[config.mk]
export PLATFORM = sky130hd
export DESIGN_NAME = soc_periph_top
export DESIGN_NICKNAME = d
export VERILOG_FILES = /design/src/rtl/soc_periph_pkg.sv /design/src/rtl/bus_addr_decode.sv /design/src/rtl/gpio_ctrl.sv /design/src/rtl/irq_ctrl.sv /design/src/rtl/bus_resp_mux.sv /design/src/rtl/soc_periph_top.sv
export VERILOG_INCLUDE_DIRS = /design/src /design/src/rtl
export SDC_FILE = /design/constraint.sdc
export NUM_CORES = 1
export LEC_CHECK = 0
export BUFFER_PORTS_ARGS = -buffer_cell sky130_fd_sc_hd__buf_2
export CORE_MARGIN = 3
export CORE_UTILIZATION = 45
export CTS_BUF_LIST = sky130_fd_sc_hd__clkbuf_2
export CTS_CLUSTER_DIAMETER = 50
export DETAILED_ROUTE_END_ITERATION = 6
export GPL_TIMING_DRIVEN = 1
export PLACE_DENSITY = 0.69
export REMOVE_ABC_BUFFERS = 1
export SLEW_MARGIN = 20
export SYNTH_ARGS = -nofsm -noshare
export SYNTH_HDL_FRONTEND = slang
export SYNTH_SLANG_ARGS = --single-unit
[constraint.sdc]
create_clock -name i_clk -period 2.5 [get_ports i_clk]
set_input_delay 0.125 -clock i_clk [delete_from_list [all_inputs] [get_ports i_clk]]
set_output_delay 0.125 -clock i_clk [all_outputs]
set_load 0.05 [all_outputs]
[src/rtl/soc_periph_macros.svh]
/*
  peripheral subsystem constants
  bus widths, GPIO width, slot map and register word indices
*/
`ifndef SOC_PERIPH_MACROS_SVH
`define SOC_PERIPH_MACROS_SVH

`define SP_ADDR_W       12
`define SP_DATA_W       32
`define SP_GPIO_W       12

// slot bases, each slot is 16 bytes wide
`define SP_GPIO_BASE    12'h000
`define SP_IRQ_BASE     12'h100
`define SP_SLOT_MASK    12'h00F

// irq pending layout, gpio edges in 11..0 and bus error above them
`define SP_IRQ_ERR_BIT  12
`define SP_IRQ_W        13

// word indices inside a slot (byte offset / 4)
`define SP_GPIO_REG_OUT 2'd0
`define SP_GPIO_REG_DIR 2'd1
`define SP_GPIO_REG_IN  2'd2
`define SP_IRQ_REG_PEND 2'd0
`define SP_IRQ_REG_ENA  2'd1

`endif

[src/rtl/soc_periph_pkg.sv]
/*
  peripheral subsystem types
  bus opcodes, decoded slots and the request, access and response words
*/
`include "soc_periph_macros.svh"

package soc_periph_pkg;

  // single-beat bus opcode
  typedef enum logic
  {
    BUS_READ  = 1'b0,
    BUS_WRITE = 1'b1
  } bus_op_e;

  // decoded target of an access
  typedef enum logic [1:0]
  {
    SLOT_GPIO = 2'd0,
    SLOT_IRQ  = 2'd1,
    SLOT_NONE = 2'd2
  } slot_e;

  // request from the bus master
  typedef struct packed
  {
    bus_op_e               op;
    logic [`SP_ADDR_W-1:0] addr;
    logic [`SP_DATA_W-1:0] wdata;
  } bus_req_t;

  // access after address decode
  typedef struct packed
  {
    slot_e                 slot;
    bus_op_e               op;
    // word offset inside the slot
    logic [1:0]            reg_idx;
    logic [`SP_DATA_W-1:0] wdata;
  } slot_acc_t;

  // response toward the bus master
  typedef struct packed
  {
    logic [`SP_DATA_W-1:0] rdata;
    logic                  err;
  } bus_rsp_t;

endpackage

[src/rtl/bus_addr_decode.sv]
/*
  bus address decode
  registers one request and maps its address to a peripheral slot
*/
`timescale 1ns/1ps
`include "soc_periph_macros.svh"

module bus_addr_decode
  import soc_periph_pkg::*;
(
  input  logic      i_clk,
  input  logic      i_rst_n,
  input  logic      i_req_valid,
  output logic      o_req_ready,
  input  bus_req_t  i_req,
  output logic      o_acc_valid,
  input  logic      i_acc_ready,
  output slot_acc_t o_acc
);

  logic                  r_init;
  logic                  r_valid;
  slot_acc_t             r_acc;
  slot_acc_t             acc_nxt;
  logic [`SP_ADDR_W-1:0] slot_base;
  logic                  req_fire;

  //////////////////////////////////////////////////////////////////////
  // decode of the incoming address
  //////////////////////////////////////////////////////////////////////
  always_comb
  begin
    // strip the in-slot offset to get the slot base
    slot_base       = i_req.addr & ~`SP_SLOT_MASK;
    acc_nxt.op      = i_req.op;
    acc_nxt.wdata   = i_req.wdata;
    // word index, byte bits 1..0 ignored
    acc_nxt.reg_idx = i_req.addr[3:2];
    if (slot_base == `SP_GPIO_BASE)
      acc_nxt.slot = SLOT_GPIO;
    else if (slot_base == `SP_IRQ_BASE)
      acc_nxt.slot = SLOT_IRQ;
    else
      acc_nxt.slot = SLOT_NONE;
  end

  // ready once out of reset, while empty or draining
  assign o_req_ready = r_init && (!r_valid || i_acc_ready);
  assign req_fire    = i_req_valid && o_req_ready;

  //////////////////////////////////////////////////////////////////////
  // one-entry decode register
  //////////////////////////////////////////////////////////////////////
  always_ff @(posedge i_clk or negedge i_rst_n)
  begin
    if (!i_rst_n)
    begin
      r_init  <= 1'b0;
      r_valid <= 1'b0;
    end
    else
    begin
      r_init <= 1'b1;
      if (req_fire)
        r_valid <= 1'b1;
      else if (i_acc_ready)
        r_valid <= 1'b0;
    end
  end

  // payload only, qualified by r_valid
  always_ff @(posedge i_clk)
  begin
    if (req_fire)
      r_acc <= acc_nxt;
  end

  assign o_acc_valid = r_valid;
  assign o_acc       = r_acc;

endmodule

[src/rtl/gpio_ctrl.sv]
/*
  GPIO controller
  output and direction registers, synchronized inputs and
  rising-edge events for input pins
*/
`timescale 1ns/1ps
`include "soc_periph_macros.svh"

module gpio_ctrl
(
  input  logic                  i_clk,
  input  logic                  i_rst_n,
  input  logic                  i_we,
  input  logic [1:0]            i_reg_idx,
  input  logic [`SP_DATA_W-1:0] i_wdata,
  output logic [`SP_DATA_W-1:0] o_rdata,
  input  logic [`SP_GPIO_W-1:0] i_gpio,
  output logic [`SP_GPIO_W-1:0] o_gpio,
  output logic [`SP_GPIO_W-1:0] o_gpio_dir,
  output logic [`SP_GPIO_W-1:0] o_edge_evt
);

  logic [`SP_GPIO_W-1:0] r_out;
  logic [`SP_GPIO_W-1:0] r_dir;
  // two-flop synchronizer, r_sync2 is the input register
  logic [`SP_GPIO_W-1:0] r_sync1;
  logic [`SP_GPIO_W-1:0] r_sync2;
  logic [`SP_GPIO_W-1:0] r_prev;
  logic [`SP_GPIO_W-1:0] r_edge;

  //////////////////////////////////////////////////////////////////////
  // bus writable registers
  //////////////////////////////////////////////////////////////////////
  always_ff @(posedge i_clk or negedge i_rst_n)
  begin
    if (!i_rst_n)
    begin
      r_out <= '0;
      r_dir <= '0;
    end
    else if (i_we)
    begin
      // input and reserved offsets ignore writes
      if (i_reg_idx == `SP_GPIO_REG_OUT)
        r_out <= i_wdata[`SP_GPIO_W-1:0];
      else if (i_reg_idx == `SP_GPIO_REG_DIR)
        r_dir <= i_wdata[`SP_GPIO_W-1:0];
    end
  end

  //////////////////////////////////////////////////////////////////////
  // input path and edge detect
  //////////////////////////////////////////////////////////////////////
  always_ff @(posedge i_clk or negedge i_rst_n)
  begin
    if (!i_rst_n)
    begin
      r_sync1 <= '0;
      r_sync2 <= '0;
      r_prev  <= '0;
      r_edge  <= '0;
    end
    else
    begin
      r_sync1 <= i_gpio;
      r_sync2 <= r_sync1;
      r_prev  <= r_sync2;
      // one-cycle pulse per rising bit, only for pins set as input
      r_edge  <= r_sync2 & ~r_prev & ~r_dir;
    end
  end

  // read mux, register values zero extended
  always_comb
  begin
    o_rdata = '0;
    case (i_reg_idx)
      `SP_GPIO_REG_OUT: o_rdata[`SP_GPIO_W-1:0] = r_out;
      `SP_GPIO_REG_DIR: o_rdata[`SP_GPIO_W-1:0] = r_dir;
      `SP_GPIO_REG_IN:  o_rdata[`SP_GPIO_W-1:0] = r_sync2;
      default:          o_rdata = '0;
    endcase
  end

  assign o_gpio     = r_out;
  assign o_gpio_dir = r_dir;
  assign o_edge_evt = r_edge;

endmodule

[src/rtl/irq_ctrl.sv]
/*
  interrupt controller
  pending and enable bits for GPIO edges and bus errors, one irq output
*/
`timescale 1ns/1ps
`include "soc_periph_macros.svh"

module irq_ctrl
(
  input  logic                  i_clk,
  input  logic                  i_rst_n,
  input  logic                  i_we,
  input  logic [1:0]            i_reg_idx,
  input  logic [`SP_DATA_W-1:0] i_wdata,
  output logic [`SP_DATA_W-1:0] o_rdata,
  input  logic [`SP_GPIO_W-1:0] i_edge_evt,
  input  logic                  i_err_evt,
  output logic                  o_irq
);

  logic [`SP_IRQ_W-1:0] r_pend;
  logic [`SP_IRQ_W-1:0] r_ena;
  logic [`SP_IRQ_W-1:0] set_vec;
  logic [`SP_IRQ_W-1:0] clr_vec;
  logic [`SP_IRQ_W-1:0] pend_nxt;
  logic [`SP_IRQ_W-1:0] ena_nxt;

  //////////////////////////////////////////////////////////////////////
  // next state of pending and enable
  //////////////////////////////////////////////////////////////////////
  always_comb
  begin
    set_vec                       = '0;
    set_vec[`SP_GPIO_W-1:0]       = i_edge_evt;
    set_vec[`SP_IRQ_ERR_BIT]      = i_err_evt;
    // write-one-to-clear on the pending word
    clr_vec = '0;
    if (i_we && (i_reg_idx == `SP_IRQ_REG_PEND))
      clr_vec = i_wdata[`SP_IRQ_W-1:0];
    ena_nxt = r_ena;
    if (i_we && (i_reg_idx == `SP_IRQ_REG_ENA))
      ena_nxt = i_wdata[`SP_IRQ_W-1:0];
    // set beats clear in the same cycle
    pend_nxt = (r_pend & ~clr_vec) | set_vec;
  end

  always_ff @(posedge i_clk or negedge i_rst_n)
  begin
    if (!i_rst_n)
    begin
      r_pend <= '0;
      r_ena  <= '0;
      o_irq  <= 1'b0;
    end
    else
    begin
      r_pend <= pend_nxt;
      r_ena  <= ena_nxt;
      // irq follows pending in the same cycle
      o_irq  <= |(pend_nxt & ena_nxt);
    end
  end

  // read mux, offsets 8 and 12 read zero
  always_comb
  begin
    o_rdata = '0;
    case (i_reg_idx)
      `SP_IRQ_REG_PEND: o_rdata[`SP_IRQ_W-1:0] = r_pend;
      `SP_IRQ_REG_ENA:  o_rdata[`SP_IRQ_W-1:0] = r_ena;
      default:          o_rdata = '0;
    endcase
  end

endmodule

[src/rtl/bus_resp_mux.sv]
/*
  response stage
  executes the decoded access on its slot and holds the response
  register until the master takes it
*/
`timescale 1ns/1ps
`include "soc_periph_macros.svh"

module bus_resp_mux
  import soc_periph_pkg::*;
(
  input  logic                  i_clk,
  input  logic                  i_rst_n,
  input  logic                  i_acc_valid,
  output logic                  o_acc_ready,
  input  slot_acc_t             i_acc,
  output logic                  o_gpio_we,
  output logic                  o_irq_we,
  output logic                  o_err_evt,
  output logic [1:0]            o_reg_idx,
  output logic [`SP_DATA_W-1:0] o_wdata,
  input  logic [`SP_DATA_W-1:0] i_gpio_rdata,
  input  logic [`SP_DATA_W-1:0] i_irq_rdata,
  output logic                  o_rsp_valid,
  input  logic                  i_rsp_ready,
  output bus_rsp_t              o_rsp
);

  logic     r_valid;
  bus_rsp_t r_rsp;
  bus_rsp_t rsp_nxt;
  logic     acc_fire;
  logic     is_wr;

  assign o_acc_ready = !r_valid || i_rsp_ready;
  assign acc_fire    = i_acc_valid && o_acc_ready;
  assign is_wr       = (i_acc.op == BUS_WRITE);

  // strobes fire only on the accepting edge
  assign o_gpio_we = acc_fire && is_wr && (i_acc.slot == SLOT_GPIO);
  assign o_irq_we  = acc_fire && is_wr && (i_acc.slot == SLOT_IRQ);
  assign o_err_evt = acc_fire && (i_acc.slot == SLOT_NONE);
  assign o_reg_idx = i_acc.reg_idx;
  assign o_wdata   = i_acc.wdata;

  //////////////////////////////////////////////////////////////////////
  // response word
  //////////////////////////////////////////////////////////////////////
  always_comb
  begin
    rsp_nxt.err   = (i_acc.slot == SLOT_NONE);
    rsp_nxt.rdata = '0;
    // reads see register values before this edge's write
    if (!is_wr && (i_acc.slot == SLOT_GPIO))
      rsp_nxt.rdata = i_gpio_rdata;
    else if (!is_wr && (i_acc.slot == SLOT_IRQ))
      rsp_nxt.rdata = i_irq_rdata;
  end

  always_ff @(posedge i_clk or negedge i_rst_n)
  begin
    if (!i_rst_n)
      r_valid <= 1'b0;
    else if (acc_fire)
      r_valid <= 1'b1;
    else if (i_rsp_ready)
      r_valid <= 1'b0;
  end

  always_ff @(posedge i_clk)
  begin
    if (acc_fire)
      r_rsp <= rsp_nxt;
  end

  assign o_rsp_valid = r_valid;
  assign o_rsp       = r_rsp;

endmodule

[src/rtl/soc_periph_top.sv]
/*
  peripheral subsystem top level
  address decode, GPIO and interrupt controllers, response stage
*/
`timescale 1ns/1ps
`include "soc_periph_macros.svh"

module soc_periph_top
  import soc_periph_pkg::*;
(
  input  logic                  i_clk,
  input  logic                  i_rst_n,
  // request channel
  input  logic                  i_req_valid,
  output logic                  o_req_ready,
  input  bus_req_t              i_req,
  // response channel
  output logic                  o_rsp_valid,
  input  logic                  i_rsp_ready,
  output bus_rsp_t              o_rsp,
  // pins
  input  logic [`SP_GPIO_W-1:0] i_gpio,
  output logic [`SP_GPIO_W-1:0] o_gpio,
  output logic [`SP_GPIO_W-1:0] o_gpio_dir,
  output logic                  o_irq
);

  logic                  w_acc_valid;
  logic                  w_acc_ready;
  slot_acc_t             w_acc;
  logic                  w_gpio_we;
  logic                  w_irq_we;
  logic                  w_err_evt;
  logic [1:0]            w_reg_idx;
  logic [`SP_DATA_W-1:0] w_wdata;
  logic [`SP_DATA_W-1:0] w_gpio_rdata;
  logic [`SP_DATA_W-1:0] w_irq_rdata;
  // gpio rising edges into the irq pending bits
  logic [`SP_GPIO_W-1:0] w_edge_evt;

  //////////////////////////////////////////////////////////////////////
  // decode stage
  //////////////////////////////////////////////////////////////////////
  bus_addr_decode dec0 (
    .i_clk       (i_clk),
    .i_rst_n     (i_rst_n),
    .i_req_valid (i_req_valid),
    .o_req_ready (o_req_ready),
    .i_req       (i_req),
    .o_acc_valid (w_acc_valid),
    .i_acc_ready (w_acc_ready),
    .o_acc       (w_acc)
  );

  //////////////////////////////////////////////////////////////////////
  // peripherals
  //////////////////////////////////////////////////////////////////////
  gpio_ctrl gpio0 (
    .i_clk      (i_clk),
    .i_rst_n    (i_rst_n),
    .i_we       (w_gpio_we),
    .i_reg_idx  (w_reg_idx),
    .i_wdata    (w_wdata),
    .o_rdata    (w_gpio_rdata),
    .i_gpio     (i_gpio),
    .o_gpio     (o_gpio),
    .o_gpio_dir (o_gpio_dir),
    .o_edge_evt (w_edge_evt)
  );

  irq_ctrl irq0 (
    .i_clk      (i_clk),
    .i_rst_n    (i_rst_n),
    .i_we       (w_irq_we),
    .i_reg_idx  (w_reg_idx),
    .i_wdata    (w_wdata),
    .o_rdata    (w_irq_rdata),
    .i_edge_evt (w_edge_evt),
    .i_err_evt  (w_err_evt),
    .o_irq      (o_irq)
  );

  // response stage, also the execute strobes
  bus_resp_mux rsp0 (
    .i_clk        (i_clk),
    .i_rst_n      (i_rst_n),
    .i_acc_valid  (w_acc_valid),
    .o_acc_ready  (w_acc_ready),
    .i_acc        (w_acc),
    .o_gpio_we    (w_gpio_we),
    .o_irq_we     (w_irq_we),
    .o_err_evt    (w_err_evt),
    .o_reg_idx    (w_reg_idx),
    .o_wdata      (w_wdata),
    .i_gpio_rdata (w_gpio_rdata),
    .i_irq_rdata  (w_irq_rdata),
    .o_rsp_valid  (o_rsp_valid),
    .i_rsp_ready  (i_rsp_ready),
    .o_rsp        (o_rsp)
  );

endmodule

==> impl_metrics.csv, run 1 <==
group,metric,value,unit
cells_and_area,fillCellCount,915,
cells_and_area,drive_above_1_share,33.5,%
power_and_ir_drop,power.density,695,nW/um^2
cells_and_area,multi_input_area,1440,sq um
power_and_ir_drop,p_clk_share,32.1,%
synth,ys_seq_area_share,68.5,%
drt,drtAntennaViolNets,0,
timing,setup_slack,0.175,ns
grt,grtUsageTotal,18.0,%
cts,cts_resized,0,
cts,cts_buffer_depth,2,
cts,h-tree-depth,4,
cells_and_area,fin_area,6350,sq um
cts,clockRootBuffer,"clkbuf_2",
timing,finalMaxSlewViolations,0,
grt,grt_pass1_wl,17.4,mm
power_and_ir_drop,p_int,3.19,mW
worst_setup_path,crit-reg2reg-capture,"irq0.o_irq$_DFF_PN0_",
worst_setup_path,worst_r2r_path_depth,7,
die,dieArea,12700,sq um
die,core,11000,sq um
drt,vias,3242,
power_and_ir_drop,seqPwrFrac,55.2,%
worst_setup_path,endpoint,"irq0.o_irq$_DFF_PN0_",
power_and_ir_drop,p_switching,1.22,mW
grt,antenna_found_initial,0,
die,dieHeight,113,um
power_and_ir_drop,switching_share,27.6,%
worst_setup_path,rrSetupSlack,0.17,ns
place,io_buffers,80,
worst_setup_path,start_kind,"register",
grt,grt_max_degree,62,
worst_setup_path,worstPathArrival,2.87,ns
place,dp_hpwl,7.28,mm
worst_setup_path,worstSetupPathType,"register to register",
cells_and_area,mostFrequentLayoutCells,"dfrtp_1 (102), buf_2 (79), dlygate4sd3_1 (38), mux2_2 (35), edfxtp_1 (32)",
timing,grt_setup_unrepaired,"no",
status,status,"complete, no violations",
cts,insertion_delay,0.68,ns
cells_and_area,layout_commonest_cell,"dfrtp_1",
drt,routed_wirelength,10.8,mm
place,gp_congestion,0.811,
synth,ys_types,41,
timing,fin_crit,2.33,ns
synth,ys_ff_latch,134,
cts,numCtsBuffers,17,
worst_setup_path,slowest_stage,"edfxtp_1",
cts,path_clk_slew,0.20,ns
worst_setup_path,worstSetupEndpointType,"register",
timing,finalHoldViolations,0,
timing,worstMarginPinSlew,0.800,ns
worst_hold_path,hp-class,"input port to asynchronous set/reset pin",
cts,numClockSinks,134,
die,io_pins,121,
power_and_ir_drop,power.leakage,2.95,nW
timing,finClkSkew,0.0437,ns
timing,setup-violations-final,0,
place,dp_cells,571,
timing,period_share,93.0,%
drt,drt-pass1-iter-count,6,
worst_setup_path,path_max_fanout,5,
die,start_util,46.7,%
timing,fmax,0.430,GHz
place,pre_cts_ws,0.184,ns
grt,grt_pass1_vias,3379,
power_and_ir_drop,combPwrFrac,12.8,%
timing,slew_headroom,46.7,%
worst_setup_path,critPathLaunch,"dec0.o_acc[36]$_SDFFCE_PN0P_",
drt,post-route-drc-count,0,
cts,cts_tree,"yes",
cells_and_area,nNetsFinal,549,
cells_and_area,seq_area,3510,sq um
cells_and_area,syn_to_final_growth,23.7,%
place,placed_area,5690,sq um
drt,viasPerCell,5.06,
run,cap_violations,0,
synth,synth_cells,348,
synth,synth_area,5130,sq um
worst_setup_path,r2r_start,"dec0.o_acc[36]$_SDFFCE_PN0P_",
worst_setup_path,cp_data_required_time,3.05,ns
cells_and_area,diodes,0,
synth,yosysWarnings,0,
die,dieWidth,113,um
synth,syn_avg_cell_area,14.7,sq um
grt,grt_overflow,0,
power_and_ir_drop,ir_drop,0.000340,V
cells_and_area,final_cells,641,
die,num_rows,38,
drt,drtIter0Drc,202,
worst_setup_path,path_cells,"or2_4, nor3_4, buf_4, mux2_2, a22o_1, nor4b_2, nand4_1",
worst_setup_path,critPathMaxStageDelay,0.51,ns
drt,wl_per_cell,16.9,um
[registers in the layout, indices dropped and copies added (netlist names), 13 cells and up]
| register | flops |
|---|---|
| irq0.r_pend | 13 |
| rsp0.o_rsp | 14 |
| dec0.o_acc | 18 |
| irq0.r_ena | 13 |
[cells by family after synthesis]
kind of cell,after synthesis,synth area share (%)
flip-flops,134,68.5
AND/OR/NAND/NOR,67,7.80
multiplexers,62,13.1
AO/OA/AOI/OAI,45,5.73
buffers and inverters,38,4.71
other,2,0.146
[how the worst min path moves through the flow]
stage / to / slack [ns] / depth (start not counted)
floorplan: dec0.o_acc_valid$_DFFE_PN0P_ / -0.17 / 0
global placement: gpio0.r_sync1[9]$_DFF_PN0_ / 0.23 / 1
detailed placement: gpio0.r_sync1[9]$_DFF_PN0_ / 0.23 / 1
CTS: dec0.o_acc[7]$_DFFE_PP_ / 0.008 / 3
global route: dec0.o_acc[7]$_DFFE_PP_ / 0.003 / 3
finish: gpio0.o_gpio_dir[2]$_DFFE_PN0P_ / 0.06 / 2
[routing by layer]
metal / global-route usage, % / part of all wire (%) / vias to the layer above
met4: 7.69 / 2.5 / 0
met2: 28.9 / 50 / 101
met3: 5.29 / 3.9 / 22
met5: 0 / 0 / -
li1: - / - / 1501
met1: 22.8 / 44 / 1618
[metrics by stage]
stage / util (%) / total power [mW] / setup TNS (ns) / hold WS (ns)
after CTS: 57.6 / 4.46 / 0 / 0.00759
after detailed placement: 51.8 / 3.00 / 0 / 0.234
after global routing: 57.8 / 4.63 / 0 / 0.00283
after global placement: 51.8 / 2.99 / 0 / 0.233
after floorplan: - / 2.82 / -11.10 / -0.171
final: 57.8 / 4.41 / 0 / 0.0596
[worst max-delay path: cells and delay by family (launching register included)]
family                 cells  cell delay [ns]
AND/OR/NAND/NOR            4             0.94
flip-flops                 1             0.51
multiplexers               1             0.34
AO/OA/AOI/OAI              1             0.25
buffers and inverters      1             0.19
[layout make-up]
| cell class | instances | share of cell area [%] |
|---|---|---|
| flip-flops and latches | 134 | 55.4 |
| repair buffers | 134 | 14.4 |
| inverters | 7 | 0.414 |
| clock inverters | 14 | 2.86 |
| clock buffers | 18 | 1.42 |
| well taps | 140 | 2.76 |
| multi-input cells | 194 | 22.8 |
[synthesized netlist by cell type, drive strengths merged]
cell type,instances,area (sq um)
nor3,2,21.3
nor2b,1,6.26
and4b,1,10.0
nand3,2,10.0
a21oi,12,60.1
nand2,3,11.3
a21o,4,30.0
or4,1,7.51
nand3b,3,22.5
a31oi,6,37.5
a22oi,3,22.5
buf,27,200
a2111o,1,11.3
nor2,22,82.6
and2b,2,15.0
edfxtp,32,961
a22o,2,17.5
nor4,1,6.26
and2,3,18.8
and3,2,12.5
or2,4,27.5
nand2b,2,12.5
nor3b,12,90.1
a32o,2,20.0
clkbuf,4,15.0
o22ai,12,75.1
a21boi,2,15.0
mux2i,25,250
conb,2,7.51
inv,7,26.3
nand4,5,31.3
dfrtp,102,2550
o21ai,1,5.00
nor4b,1,15.0
mux2,37,424
[what timing repair did]
| action | 4_1_cts | 5_1_grt |
|---|---|---|
| hold endpoints to repair | 126 | 2 |
| setup buffers | 0 | 0 |
| hold buffers | 36 | 2 |
[power by group through the flow]
| stage | sequential, mW | clock (mW) | combinational (mW) |
|---|---|---|---|
| finish | 2.43 | 1.41 | 0.562 |
| global route | 2.45 | 1.58 | 0.600 |
| CTS | 2.44 | 1.46 | 0.565 |
| detailed placement | 2.48 | 0 | 0.524 |
| global placement | 2.47 | 0 | 0.516 |
| floorplan | 2.62 | 0 | 0.194 |
(Power assumes the default switching activity.)
==> inputs of run 2 (changes only) <==
--- a/config.mk
+++ b/config.mk
@@ -7,7 +7,6 @@
 export NUM_CORES = 1
 export LEC_CHECK = 0
 export BUFFER_PORTS_ARGS = -buffer_cell sky130_fd_sc_hd__buf_2
-export CORE_MARGIN = 3
 export CORE_UTILIZATION = 45
 export CTS_BUF_LIST = sky130_fd_sc_hd__clkbuf_2
 export CTS_CLUSTER_DIAMETER = 50
==> constraint.sdc (replaced) <==
create_clock -name i_clk -period 2.27 [get_ports i_clk]
set_input_delay 0.1135 -clock i_clk [delete_from_list [all_inputs] [get_ports i_clk]]
set_output_delay 0.1135 -clock i_clk [all_outputs]
set_load 0.05 [all_outputs]
==> run 2 against run 1 <==
  * Hold slack better by 0.021 ns
  * Power grew 14%
  * Maximum frequency increased by 3.5%
  * Register-to-register slack worse by 0.15 ns
  * First-iteration DRC count rose by 0.50%
  * Global-route usage up 2.3 points
==> impl_metrics.csv, run 2 (synthesis results as in run 1) <==
group,metric,value,unit
worst_setup_path,r2r_start,"dec0.o_acc[33]$_DFFE_PP_",
timing,grt_setup_unrepaired,"yes",
worst_hold_path,hold_path_depth,2,
drt,wl_per_cell,16.5,um
die,io_pins,121,
cts,cts_tree,"yes",
timing,worstMarginPinSlew,0.696,ns
cts,insertion_delay,0.68,ns
power_and_ir_drop,power.density,760,nW/um^2
timing,finalMaxSlewViolations,0,
worst_setup_path,slowest_stage,"edfxtp_1",
status,status,"complete, no violations",
power_and_ir_drop,power.leakage,3.08,nW
grt,grt_max_degree,59,
cts,numClockSinks,134,
die,num_rows,38,
drt,viasPerCell,5.04,
die,dieHeight,109,um
worst_setup_path,path_cells,"or2_4, nor3_4, buf_4, mux2_4, a32o_2, nor4b_2, nand4_1",
worst_setup_path,crit-reg2reg-capture,"irq0.o_irq$_DFF_PN0_",
power_and_ir_drop,switching_share,27.1,%
drt,post-route-drc-count,0,
worst_hold_path,hold_path.startpoint,"i_gpio[1]",
worst_setup_path,critPathMaxStageDelay,0.44,ns
timing,tns,0,ns
timing,fmax,0.445,GHz
die,dieArea,11800,sq um
drt,routed_wirelength,11.0,mm
cells_and_area,drive_above_1_share,35.2,%
timing,finalHoldViolations,0,
power_and_ir_drop,p_clk_share,33.6,%
grt,grt_pass1_wl,17.3,mm
place,io_buffers,80,
worst_setup_path,worst_r2r_path_depth,7,
cells_and_area,fillCellCount,845,
cts,cts_buffer_depth,2,
worst_setup_path,worstSetupPathType,"register to register",
cells_and_area,diodes,0,
drt,drtAntennaViolNets,0,
grt,antenna_found_initial,0,
place,gp_congestion,0.778,
timing,slew_headroom,53.5,%
drt,drt-pass1-iter-count,4,
power_and_ir_drop,p_switching,1.36,mW
power_and_ir_drop,combPwrFrac,13.0,%
worst_hold_path,hold_end,"gpio0.r_sync1[1]$_DFF_PN0_",
cells_and_area,nNetsFinal,571,
timing,hold_ws,0.0810,ns
run,cap_violations,0,
die,dieWidth,109,um
cts,numCtsBuffers,17,
grt,grtUsageTotal,20.3,%
cts,h-tree-depth,4,
worst_hold_path,hp-class,"input port to register",
cts,clockRootBuffer,"clkbuf_2",
power_and_ir_drop,p_int,3.65,mW
worst_setup_path,rrSetupSlack,0.02,ns
worst_setup_path,worstPathArrival,2.82,ns
cells_and_area,layout_commonest_cell,"dfrtp_1",
worst_setup_path,path_max_fanout,4,
power_and_ir_drop,ir_drop,0.000705,V
timing,setup-violations-final,0,
timing,fin_crit,2.25,ns
worst_setup_path,start_kind,"register",
cts,path_clk_slew,0.19,ns
worst_setup_path,worstSetupEndpointType,"register",
place,dp_hpwl,7.03,mm
drt,vias,3344,
die,start_util,46.7,%
grt,grt_pass1_vias,3288,
timing,period_share,99.0,%
cells_and_area,mostFrequentLayoutCells,"dfrtp_1 (102), buf_2 (79), dlygate4sd3_1 (48), mux2_2 (32), edfxtp_1 (32)",
cells_and_area,largest_register_ffs,18,
die,core,11000,sq um
drt,drtIter0Drc,203,
power_and_ir_drop,seqPwrFrac,53.4,%
cells_and_area,syn_to_final_growth,28.6,%
grt,grt_overflow,0,
worst_setup_path,cp_data_required_time,2.84,ns
timing,finClkSkew,0.0254,ns
run 2: changes by cell type in the layout (fill, tap and decap cells not counted), sizes merged:
| cell | previous run | this run |
|---|---|---|
| buf | 96 | 108 |
| clkinv | 5 | 8 |
| inv | 10 | 7 |
| bufinv | 4 | 5 |
| dlygate4sd3 | 38 | 48 |
| clkinvlp | 2 | 1 |
run 2: repair_timing:
item                                    4_1_cts  5_1_grt
hold endpoints to repair                    136       17
buffers inserted                              0        4
pin swaps                                     1        5
endpoints found under the setup margin        1        1
resized for setup                             0        7
hold buffers                                 42        7
run 2: how the worst max path moves through the flow:
stage / from / endpoint / slack (ns) / cells after the start
after global placement: dec0.o_acc[36]$_SDFFCE_PN0P_ / irq0.o_irq$_DFF_PN0_ / 0.09 / 7
after global routing: dec0.o_acc[33]$_DFFE_PP_ / irq0.o_irq$_DFF_PN0_ / -0.05 / 7
final: dec0.o_acc[33]$_DFFE_PP_ / irq0.o_irq$_DFF_PN0_ / 0.02 / 7
after floorplan: rsp0.o_rsp_valid$_DFFE_PN0P_ / dec0.o_acc[0]$_DFFE_PP_ / -0.81 / 3
after detailed placement: dec0.o_acc[36]$_SDFFCE_PN0P_ / irq0.o_irq$_DFF_PN0_ / 0.04 / 7
after CTS: dec0.o_acc[36]$_SDFFCE_PN0P_ / irq0.o_irq$_DFF_PN0_ / 0.06 / 7
run 2: layer usage:
metal  up-vias  part of all wire, %  GRT usage [%]
met5         -                    0              0
met4         0                 0.75           6.95
met3         9                  5.5           6.22
met2       107                   51           32.8
met1      1675                   42           26.0
li1       1553                    -              -
run 2: layout make-up:
type / instances / area, sq um / share of cell area, %
Tap cell: 140 / 175 / 2.66
Timing Repair Buffer: 156 / 1130 / 17.1
Clock inverter: 14 / 208 / 3.15
Sequential cell: 134 / 3510 / 53.3
Clock buffer: 18 / 90.1 / 1.37
Multi-Input combinational cell: 194 / 1460 / 22.1
Inverter: 7 / 26.3 / 0.398
run 2: power groups by stage:
stage                     clock network [mW]  logic, mW  registers [mW]
final                                   1.68      0.650            2.68
after global routing                    1.84      0.694            2.70
after CTS                               1.73      0.640            2.68
after detailed placement                   0      0.582            2.73
after global placement                     0      0.573            2.72
after floorplan                            0      0.213            2.89
run 2: critical path: cells and delay by family (launching register included):
kind	cells	cell delay [ns]
AO/OA/AOI/OAI	1	0.28
buffers and inverters	1	0.19
flip-flops	1	0.44
multiplexers	1	0.30
AND/OR/NAND/NOR	4	0.96
run 2: per-stage QoR:
stage / area (sq um) / util [%] / instances / worst slack (ns) / total power [mW]
after floorplan: 4980 / - / 335 / -0.808 / 3.10
after detailed placement: 5750 / 52.3 / 578 / 0.0402 / 3.31
final: 6600 / 60.1 / 663 / 0.0236 / 5.01
after global placement: 5750 / 52.3 / 578 / 0.0924 / 3.29
after CTS: 6470 / 59.0 / 652 / 0.0579 / 5.05
after global routing: 6600 / 60.1 / 663 / -0.0532 / 5.23
